File: config.mk
export PLATFORM = sky130hd
export DESIGN_NAME = cnn_load_ctrl
export DESIGN_NICKNAME = d
export VERILOG_FILES = /design/src/verilog/cnn_load_pkg.sv /design/src/verilog/bias_store_seq.sv /design/src/verilog/cnn_load_ctrl.sv /design/src/verilog/load_addr_decoder.sv /design/src/verilog/pixel_store_seq.sv /design/src/verilog/weight_store_seq.sv
export VERILOG_INCLUDE_DIRS = /design/src /design/src/verilog
export SDC_FILE = /design/constraint.sdc
export NUM_CORES = 1
export LEC_CHECK = 0
export BUFFER_PORTS_ARGS = -buffer_cell sky130_fd_sc_hd__buf_2
export CAP_MARGIN = 10
export CORE_UTILIZATION = 49
export CTS_CLUSTER_SIZE = 24
export DETAILED_ROUTE_END_ITERATION = 12
export PLACE_DENSITY = 0.8
export SETUP_SLACK_MARGIN = 0.4
export SYNTH_ARGS = -nofsm -noshare
export SYNTH_HDL_FRONTEND = slang
export SYNTH_SLANG_ARGS = --single-unit
File: constraint.sdc
create_clock -name clk -period 3.3 [get_ports clk]
set_clock_uncertainty 0.2 [all_clocks]
set_input_delay 0 -clock clk [delete_from_list [all_inputs] [get_ports clk]]
set_output_delay 0 -clock clk [all_outputs]
set_load 0.01 [all_outputs]
File: src/verilog/cnn_load_macros.svh
`ifndef CNN_LOAD_MACROS_SVH
`define CNN_LOAD_MACROS_SVH

// bus and local memory widths
`define CNN_BUS_W 32
`define CNN_MEM_W 16
`define CNN_REGION_W 16

// region tags in the upper address half
`define CNN_PIXEL_BASE 16'hd555
`define CNN_WEIGHT_BASE 16'hd333
`define CNN_BIAS_BASE 16'hd444

// control registers, full address match
`define CNN_IMAGE_SET_ADDR 32'hd111_0000
`define CNN_IRQ_ADDR 32'hd222_0000
`define CNN_IMAGE_SET_W 2

// words per load
`define CNN_PIXEL_NUM 3072
`define CNN_L1_WEIGHT_NUM 216
`define CNN_L2_WEIGHT_NUM 576
`define CNN_L4_WEIGHT_NUM 576
`define CNN_L5_WEIGHT_NUM 576
`define CNN_L7_WEIGHT_NUM 2000
`define CNN_L7_BANK_SIZE 400
`define CNN_L7_BANK_NUM 5
`define CNN_BIAS_NUM 8
`define CNN_L7_BIAS_NUM 10

`endif

File: src/verilog/cnn_load_pkg.sv
package cnn_load_pkg;

	// layer being filled by the weight and bias sequencers
	typedef enum logic [2:0] {
		st_layer1,
		st_layer2,
		st_layer4,
		st_layer5,
		st_layer7,
		st_finish
	} store_state_e;

	// last layer that is fully loaded
	typedef enum logic [2:0] {
		layer_none = 3'd0,
		layer_1    = 3'd1,
		layer_2    = 3'd2,
		layer_4    = 3'd4,
		layer_5    = 3'd5,
		layer_7    = 3'd7
	} layer_id_e;

	// layer order shared by both sequencers
	function automatic store_state_e next_layer(input store_state_e cur);
		case (cur)
			st_layer1: return st_layer2;
			st_layer2: return st_layer4;
			st_layer4: return st_layer5;
			st_layer5: return st_layer7;
			default:   return st_finish;
		endcase
	endfunction

	function automatic layer_id_e state_layer(input store_state_e cur);
		case (cur)
			st_layer1: return layer_1;
			st_layer2: return layer_2;
			st_layer4: return layer_4;
			st_layer5: return layer_5;
			st_layer7: return layer_7;
			default:   return layer_none;
		endcase
	endfunction

endpackage

File: src/verilog/bias_store_seq.sv
`timescale 1ns/10ps
`include "cnn_load_macros.svh"

module bias_store_seq
	import cnn_load_pkg::*;
(
	input  logic                  clk,
	input  logic                  rst,
	input  logic                  bias_hit,
	input  logic [`CNN_MEM_W-1:0] mem_data,
	output logic                  bias_wr,
	output logic [`CNN_MEM_W-1:0] bias_addr,
	output logic [`CNN_MEM_W-1:0] bias_data,
	output logic                  bias_done,
	output layer_id_e             bias_layer_sel
);

store_state_e          state;
logic [`CNN_MEM_W-1:0] idx;
logic [`CNN_MEM_W-1:0] last_idx;
logic                  active;

// only the output layer has a different bias count
always_comb
begin
	case (state)
		st_layer7:
		begin
			last_idx = `CNN_MEM_W'(`CNN_L7_BIAS_NUM - 1);
		end
		default:
		begin
			last_idx = `CNN_MEM_W'(`CNN_BIAS_NUM - 1);
		end
	endcase
end

// hits after the last layer are dropped
assign active = bias_hit && (state != st_finish);

assign bias_wr   = active;
assign bias_addr = idx;
assign bias_data = mem_data;
assign bias_done = active && (idx == last_idx);

always_ff @(posedge clk or posedge rst)
begin
	if (rst)
	begin
		state          <= st_layer1;
		idx            <= '0;
		bias_layer_sel <= layer_none;
	end
	else if (bias_done)
	begin
		// layer complete, restart index for the next one
		state          <= next_layer(state);
		idx            <= '0;
		bias_layer_sel <= state_layer(state);
	end
	else if (active)
	begin
		idx <= idx + 1'b1;
	end
end

endmodule

File: src/verilog/cnn_load_ctrl.sv
`timescale 1ns/10ps
`include "cnn_load_macros.svh"

module cnn_load_ctrl
	import cnn_load_pkg::*;
(
	input  logic                        clk,
	input  logic                        rst,
	input  logic [`CNN_BUS_W-1:0]       awaddr,
	input  logic                        awvalid,
	input  logic [`CNN_BUS_W-1:0]       wdata,
	input  logic                        wvalid,
	input  logic [`CNN_IMAGE_SET_W-1:0] image_set_q,
	output logic                        image_set_wr,
	output logic [`CNN_IMAGE_SET_W-1:0] image_set_data,
	output logic                        irq_clear,
	output logic                        pixel_wr,
	output logic [`CNN_MEM_W-1:0]       pixel_addr,
	output logic [`CNN_MEM_W-1:0]       pixel_data,
	output logic                        pixel_done,
	output logic                        bias_wr,
	output logic [`CNN_MEM_W-1:0]       bias_addr,
	output logic [`CNN_MEM_W-1:0]       bias_data,
	output logic                        bias_done,
	output layer_id_e                   bias_layer_sel,
	output logic                        weight_wr,
	output logic                        l7_weight_wr,
	output logic [2:0]                  l7_bank_sel,
	output logic [`CNN_MEM_W-1:0]       weight_addr,
	output logic [`CNN_MEM_W-1:0]       weight_data,
	output logic                        weight_done,
	output layer_id_e                   weight_layer_sel
);

logic                  pixel_hit;
logic                  weight_hit;
logic                  bias_hit;
logic [`CNN_MEM_W-1:0] mem_data;

load_addr_decoder u_decoder (
	.awaddr         (awaddr),
	.awvalid        (awvalid),
	.wdata          (wdata),
	.wvalid         (wvalid),
	.image_set_q    (image_set_q),
	.pixel_hit      (pixel_hit),
	.weight_hit     (weight_hit),
	.bias_hit       (bias_hit),
	.mem_data       (mem_data),
	.image_set_wr   (image_set_wr),
	.image_set_data (image_set_data),
	.irq_clear      (irq_clear)
);

pixel_store_seq u_pixel_seq (
	.clk        (clk),
	.rst        (rst),
	.pixel_hit  (pixel_hit),
	.mem_data   (mem_data),
	.pixel_wr   (pixel_wr),
	.pixel_addr (pixel_addr),
	.pixel_data (pixel_data),
	.pixel_done (pixel_done)
);

bias_store_seq u_bias_seq (
	.clk            (clk),
	.rst            (rst),
	.bias_hit       (bias_hit),
	.mem_data       (mem_data),
	.bias_wr        (bias_wr),
	.bias_addr      (bias_addr),
	.bias_data      (bias_data),
	.bias_done      (bias_done),
	.bias_layer_sel (bias_layer_sel)
);

weight_store_seq u_weight_seq (
	.clk              (clk),
	.rst              (rst),
	.weight_hit       (weight_hit),
	.mem_data         (mem_data),
	.weight_wr        (weight_wr),
	.l7_weight_wr     (l7_weight_wr),
	.l7_bank_sel      (l7_bank_sel),
	.weight_addr      (weight_addr),
	.weight_data      (weight_data),
	.weight_done      (weight_done),
	.weight_layer_sel (weight_layer_sel)
);

endmodule

File: src/verilog/load_addr_decoder.sv
`timescale 1ns/10ps
`include "cnn_load_macros.svh"

module load_addr_decoder
(
	input  logic [`CNN_BUS_W-1:0]       awaddr,
	input  logic                        awvalid,
	input  logic [`CNN_BUS_W-1:0]       wdata,
	input  logic                        wvalid,
	input  logic [`CNN_IMAGE_SET_W-1:0] image_set_q,
	output logic                        pixel_hit,
	output logic                        weight_hit,
	output logic                        bias_hit,
	output logic [`CNN_MEM_W-1:0]       mem_data,
	output logic                        image_set_wr,
	output logic [`CNN_IMAGE_SET_W-1:0] image_set_data,
	output logic                        irq_clear
);

logic [`CNN_REGION_W-1:0] region;
logic                     image_set_sel;

assign region = awaddr[`CNN_BUS_W-1:`CNN_BUS_W-`CNN_REGION_W];

// memory regions, selected by the tag alone
assign pixel_hit  = wvalid && (region == `CNN_PIXEL_BASE);
assign weight_hit = wvalid && (region == `CNN_WEIGHT_BASE);
assign bias_hit   = wvalid && (region == `CNN_BIAS_BASE);

// local memories are 16 bits wide
assign mem_data = wdata[`CNN_MEM_W-1:0];

assign image_set_sel = awvalid && (awaddr == `CNN_IMAGE_SET_ADDR);
assign irq_clear     = awvalid && (awaddr == `CNN_IRQ_ADDR);

// image-set register
// a cpu write wins, otherwise a set value is cleared the next cycle
always_comb
begin
	if (image_set_sel)
	begin
		image_set_wr   = 1'b1;
		image_set_data = wdata[`CNN_IMAGE_SET_W-1:0];
	end
	else if (image_set_q != '0)
	begin
		image_set_wr   = 1'b1;
		image_set_data = '0;
	end
	else
	begin
		image_set_wr   = 1'b0;
		image_set_data = '0;
	end
end

endmodule

File: src/verilog/pixel_store_seq.sv
`timescale 1ns/10ps
`include "cnn_load_macros.svh"

module pixel_store_seq
(
	input  logic                  clk,
	input  logic                  rst,
	input  logic                  pixel_hit,
	input  logic [`CNN_MEM_W-1:0] mem_data,
	output logic                  pixel_wr,
	output logic [`CNN_MEM_W-1:0] pixel_addr,
	output logic [`CNN_MEM_W-1:0] pixel_data,
	output logic                  pixel_done
);

logic [`CNN_MEM_W-1:0] idx;
logic                  last_word;

assign last_word = (idx == `CNN_MEM_W'(`CNN_PIXEL_NUM - 1));

// every hit lands at the running index
assign pixel_wr   = pixel_hit;
assign pixel_addr = idx;
assign pixel_data = mem_data;
assign pixel_done = pixel_hit && last_word;

// wrap after a full image so the next one can be loaded
always_ff @(posedge clk or posedge rst)
begin
	if (rst)
	begin
		idx <= '0;
	end
	else if (pixel_hit)
	begin
		if (last_word)
		begin
			idx <= '0;
		end
		else
		begin
			idx <= idx + 1'b1;
		end
	end
end

endmodule

File: src/verilog/weight_store_seq.sv
`timescale 1ns/10ps
`include "cnn_load_macros.svh"

module weight_store_seq
	import cnn_load_pkg::*;
(
	input  logic                  clk,
	input  logic                  rst,
	input  logic                  weight_hit,
	input  logic [`CNN_MEM_W-1:0] mem_data,
	output logic                  weight_wr,
	output logic                  l7_weight_wr,
	output logic [2:0]            l7_bank_sel,
	output logic [`CNN_MEM_W-1:0] weight_addr,
	output logic [`CNN_MEM_W-1:0] weight_data,
	output logic                  weight_done,
	output layer_id_e             weight_layer_sel
);

store_state_e          state;
logic [`CNN_MEM_W-1:0] idx;
logic [`CNN_MEM_W-1:0] last_idx;
logic                  active;
logic                  in_l7;
logic [2:0]            l7_bank;
logic [`CNN_MEM_W-1:0] l7_offset;

// last in-layer index per layer
always_comb
begin
	case (state)
		st_layer1:
		begin
			last_idx = `CNN_MEM_W'(`CNN_L1_WEIGHT_NUM - 1);
		end
		st_layer2:
		begin
			last_idx = `CNN_MEM_W'(`CNN_L2_WEIGHT_NUM - 1);
		end
		st_layer4:
		begin
			last_idx = `CNN_MEM_W'(`CNN_L4_WEIGHT_NUM - 1);
		end
		st_layer5:
		begin
			last_idx = `CNN_MEM_W'(`CNN_L5_WEIGHT_NUM - 1);
		end
		default:
		begin
			last_idx = `CNN_MEM_W'(`CNN_L7_WEIGHT_NUM - 1);
		end
	endcase
end

// layer 7 bank split, banks numbered from 1
// highest bank base not above the index wins
always_comb
begin
	l7_bank   = 3'd1;
	l7_offset = idx;
	for (int b = 1; b < `CNN_L7_BANK_NUM; b++)
	begin
		if (idx >= `CNN_MEM_W'(b * `CNN_L7_BANK_SIZE))
		begin
			l7_bank   = 3'(b + 1);
			l7_offset = idx - `CNN_MEM_W'(b * `CNN_L7_BANK_SIZE);
		end
	end
end

assign in_l7  = (state == st_layer7);
assign active = weight_hit && (state != st_finish);

// layers 1 to 5 share one memory, layer 7 has its own banks
assign weight_wr    = active && !in_l7;
assign l7_weight_wr = active && in_l7;
assign l7_bank_sel  = in_l7 ? l7_bank : 3'd0;
assign weight_addr  = in_l7 ? l7_offset : idx;
assign weight_data  = mem_data;
assign weight_done  = active && (idx == last_idx);

always_ff @(posedge clk or posedge rst)
begin
	if (rst)
	begin
		state            <= st_layer1;
		idx              <= '0;
		weight_layer_sel <= layer_none;
	end
	else if (weight_done)
	begin
		state            <= next_layer(state);
		idx              <= '0;
		weight_layer_sel <= state_layer(state);
	end
	else if (active)
	begin
		idx <= idx + 1'b1;
	end
end

endmodule
; ---- Word-level counts from Yosys, hierarchy flattened
; Cells that the tools add are included.
[totals]
reg_bits = 60
output_inout_bits = 116
wordCells = 79
[op_classes]
n_addsub = 7
order_cmp = 4
eq_ne = 18
mux = 24
n_reduce_logical = 19
[op_table]
columns = op, count
row1 = 2-to-1 mux 16 bit, 10
row2 = "== test 32 bit, second input constant", 2
row3 = "adder 16 x 1 -> 16 bit, second input constant", 3
row4 = "== test 16 bit, second input constant", 3
row5 = ">= comparator 16 x 11 -> 1 bit, second input constant", 2
row6 = "subtractor 16 x 11 -> 16 bit, second input constant", 2
row7 = case mux 3 bit (5 select lines), 2
row8 = case mux 3 bit (4 select lines), 2
row9 = case mux 11 bit (2 select lines), 1
row10 = == test 16 x 11 -> 1 bit, 1
row11 = "== test 16 x 12 -> 1 bit, second input constant", 1
row12 = == test 16 x 4 -> 1 bit, 1
row13 = ">= comparator 16 x 10 -> 1 bit, second input constant", 1
row14 = ">= comparator 16 x 9 -> 1 bit, second input constant", 1
row15 = "subtractor 16 x 10 -> 16 bit, second input constant", 1
row16 = "subtractor 16 x 9 -> 16 bit, second input constant", 1
row17 = "== test 3 x 2 -> 1 bit, second input constant", 4
row18 = logical AND 1 bit, 12
row19 = 2-to-1 mux 3 bit, 3
row20 = "== test 3 x 1 -> 1 bit, second input constant", 2
row21 = "== test 3 bit, second input constant", 2
row22 = zero test 3 bit, 2
row23 = 2-to-1 mux 2 bit, 3
row24 = "inequality test 3 bit, second input constant", 2
row25 = 5 further kinds, 8

; ---- Longest topological paths before layout
[depth]
depth_word = 6
mapped_depth = 10

; ---- Modules after synthesis
; Synthesis repeated with hierarchy kept, for this count alone.
[hier_totals]
cells_unflattened = 570
hier_area_um2 = 5087.4
[modules_own_cells]
columns = module, n_inst, cells_per_inst, area_per_inst_um2, seq_area_each_um2
row1 = weight_store_seq, 1, 316, 2602.5, 550.5
row2 = bias_store_seq, 1, 116, 1198.6, 550.5
row3 = pixel_store_seq, 1, 95, 980.9, 400.4
row4 = load_addr_decoder, 1, 43, 305.3, 0.0

; ---- Least setup slack after synthesis
; No wires, ideal clock.
[synth_timing]
kind = register -> output
startpoint = reg u_weight_seq.idx[6]
endpoint = out weight_addr[13]
t_arrival_ns = 2.357
required_ns = 3.100
path_slack_ns = 0.743
stages_incl_launch_ff = 11
path_buffers = 2
cell_sequence = dfrtp_1 > clkbuf_1 > inv_1 > ha_1 > a21o_1 > o31ai_1 > and2_1 > clkbuf_1 > a41oi_1 > o211ai_1 > xnor2_1
[synth_between]
elab_chain_len = 6
word_cells_on_any_way = 13
cone_classes = add/sub: 4 / order compare: 4 / mux: 5
[synth_rtl]
columns = element, line
row1 = from (decl), weight_store_seq.sv:21  ; logic [`CNN_MEM_W-1:0] idx;
row2 = from (signal assigned), weight_store_seq.sv:98  ; idx <= idx + 1'b1;
row3 = subtractor 16 x 9 -> 16 bit or >= comparator 16 x 9 -> 1 bit (tied branches), "weight_store_seq.sv:66, weight_store_seq.sv:63"
row4 = 2-to-1 mux 16 bit (3 in series), weight_store_seq.sv:63  ; if (idx >= `CNN_MEM_W'(b * `CNN_L7_BANK_SIZE))
row5 = 2-to-1 mux 16 bit *, weight_store_seq.sv:63
row6 = 2-to-1 mux 16 bit *, weight_store_seq.sv:78  ; assign weight_addr = in_l7 ? l7_offset : idx;
row7 = to (decl), cnn_load_ctrl.sv:29  ; output logic [`CNN_MEM_W-1:0] weight_addr,
; Every way passes the cells marked *; elsewhere a longest branch is shown, timed or not.

; ---- Final worst setup path
[layout_timing]
startpoint = reg u_weight_seq.idx[15]
endpoint = out weight_addr[7]
[layout_between]
elab_chain_len = 6
word_cells_on_any_way = 9
cone_classes = order compare: 4 / mux: 5
[layout_rtl]
columns = element, line
row1 = >= comparator 16 x 9 -> 1 bit, weight_store_seq.sv:63
row2 = 2-to-1 mux 16 bit (3 in series), weight_store_seq.sv:63
row3 = 2-to-1 mux 16 bit *, weight_store_seq.sv:63
row4 = 2-to-1 mux 16 bit *, weight_store_seq.sv:78
; Marked as above.

==> qor.yml <==
antenna_cells: 0
fp.coreArea_um2: 8850
hold_violations: 0
yosysUniqueCellTypes: 67
ys_top_cells_by_count: "60 x dfrtp_1, 52 x buf_4, 48 x nor2_1"
synth_ff_type: "dfrtp_1"
grt_pass1_wl_um: 18800
syn_nets: 621
yosysMostFrequentCell: "dfrtp_1"
critPathLaunchType: "flip-flop"
switching_share_pct: 22.2
tns_ns: 0
grt_max_degree: 33
rows: 34
clk_pin_slew_ns: 0.07
pwr-share-clk_pct: 48.2
switchingPower_uw: 354
yosysSeqAreaShare_pct: 33.0
cp-end-kind: "output pin"
hp-class: "input port to output pin"
synth_edf_count: 0
io_buffers: 113
period_minus_slack_ns: 2.88
remaining_drc_errors: 16
critical_path_arrival_ns: 2.68
layout-drive-gt1-share_pct: 28.4
hpwlAfterDp_um: 8350
syn_avg_cell_area_um2: 8.52
path_class: "flip-flop to output pin"
synthArstFlopShare_pct: 100
maxSlewViolCount: 0
cts_inserted_buffers: 9
worstPathRequired_ns: 3.10
drtIter0Drc: 264
cts_root_buf: "clkbuf_8"
die_area_um2: 9680
ant_nets: 0
violations: "DRC"
stdcell_count: 731
viasPerCell: 5.84
wirelength_um: 11700
leakage_uw: 0.00261
grt_pass1_vias: 3911
drtPass1Iterations: 10
antenna_found_initial: 0
fmax_ghz: 0.347
yosys_warnings: 0
place.gp.congestion: 0.859
final_util_pct: 60.9
finalSetupViolations: 0
rsz0062_at_grt: "yes"
synth-seq-cells: 60
cts_buffer_depth: 2
grtUsageTotal_pct: 24.0
cp_max_fo: 5
nNetsFinal: 705
postSynthCellCount: 534
tritoncts: "yes"
fin_crit_sh_pct: 87.3
ios: 186
synthToLayoutAreaGrowth_pct: 18.4
maxCapViolCount: 0
grt-ovfl-total: 0
relSlewSlack_pct: 53.8
power_frac_comb_pct: 5.7
synth_area_um2: 4550
wl_per_cell_um: 16.0
share_seq_of_total_power_pct: 46.1
yosysTopAreaCellShare_pct: 33.0
die_w_um: 98.4
htree_levels: 3
placedCellCount: 685
worstMarginPinSlew_ns: 0.693
yosysTopAreaCell: "dfrtp_1"
dieHeight_um: 98.4
internal-power_uw: 1240
status: "complete, but fails checks"
clock_sinks: 60
synth_top_cells_by_area: "dfrtp_1 33%, buf_4 8.6%, xnor2_1 6.9%, ha_1 4.7%, nor2_1 4.0%"
p_per_area_nw_per_um2: 296
num_vias: 4266
initial_utilization_pct: 51.4
clock_latency_ns: 0.34
max-vdd-ir-drop_mv: 0.212
stage by stage:
stage               hold WS (ns)  total power (uW)  cell area [um^2]  setup WS, ns
floorplan                 -0.108               826              4550         0.743
global placement          -0.200               803              4790         0.548
detailed placement        -0.200               804              4790         0.460
CTS                      0.00793              1610              5330         0.401
global route              0.0338              1650              5390         0.251
finish                    0.0171              1590              5390         0.418
routing by layer:
| layer | part of all wire (%) | vias up | global-route usage, % |
|---|---|---|---|
| met5 | 0 | - | 0 |
| met1 | 42 | 2048 | 31.4 |
| met3 | 6.6 | 15 | 4.01 |
| met2 | 50 | 194 | 40.8 |
| li1 | - | 2009 | - |
| met4 | 1.4 | 0 | 7.35 |
cell usage in the layout (no fill, tap or decap), types with 4 or more instances in the layout:
cell           instances
xnor2_1               36
xor2_1                12
inv_1                 14
dfrtp_1               56
nand4_1               13
dfrtp_2                4
buf_2                113
nand2b_1               8
buf_4                 13
and3_1                14
nand2_1               41
a21oi_1               13
nor4_1                 8
dlygate4sd3_1         19
ha_1                  16
nor3_1                19
clkbuf_8              11
nand3_1               22
and4_1                 7
nor2b_1                5
o31ai_1                6
o21ai_0               23
a31oi_1                6
o21ai_1                5
nor4b_1                4
nor2_1                48
and2_1                 9
power groups by stage:
stage | clock, uW | combinational [uW] | sequential (uW)
after CTS | 784 | 91.6 | 735
after detailed placement | 0 | 55.0 | 749
after global placement | 0 | 54.1 | 749
after floorplan | 0 | 76.6 | 749
after global routing | 818 | 100 | 735
final | 768 | 90.7 | 735
critical path, stage by stage (launching register included):
cell      delay (ns)
dfrtp_1         0.42
or4_4           0.58
nor3_4          0.28
nand3_2         0.19
o31ai_2         0.32
mux2i_1         0.13
a221oi_2        0.26
buf_2           0.17
repair_timing:
action / 4_1_cts / 5_1_grt
gates resized for setup: 20 / 8
hold endpoints to repair: 75 / 0
setup endpoints to repair: 10 / 14
setup buffers: 6 / 4
pin swaps: 0 / 4
hold buffers: 20 / 0
cell type report:
class,instances,area (um^2)
multi-input cells,383,2570
clock buffers,11,151
fillers,791,3460
flip-flops and latches,60,1510
well taps,108,135
repair buffers,146,866
inverters,18,71.3
clock inverters,5,83.8
sequential cells by signal, indices dropped and copies added (netlist names):
signal and count:
u_pixel_seq.pixel_addr 16, u_weight_seq.idx 16, u_bias_seq.bias_layer_sel 3, u_bias_seq.bias_addr 16, u_weight_seq.state 3, u_bias_seq.state 3, u_weight_seq.weight_layer_sel 3
worst paths after layout:
path	endpoint	slack [ns]	startpoint	depth (start not counted)
worst max-delay path	weight_addr[7]	0.42	u_weight_seq.idx[15]	7
worst min-delay path	weight_data[1]	0.02	wdata[1]	2
worst max register to register	u_bias_seq.state[1]	0.60	u_bias_seq.state[0]	6
worst min register to register	u_bias_seq.bias_layer_sel[1]	0.29	u_bias_seq.bias_layer_sel[1]	1
max in group asynchronous	u_weight_seq.idx[13]	1.93	rst	4
min in group asynchronous	u_bias_seq.bias_addr[11]	0.12	rst	3
logic make-up after synthesis:
group,count (synthesis),share of synthesized area (%)
mux,7,1.65
xor+xnor,48,9.24
buf+inv,91,12.2
compound gates,87,12.8
flops,60,33.0
fa+ha+maj,17,4.67
simple gates,224,26.5
(Power assumes the default switching activity.)
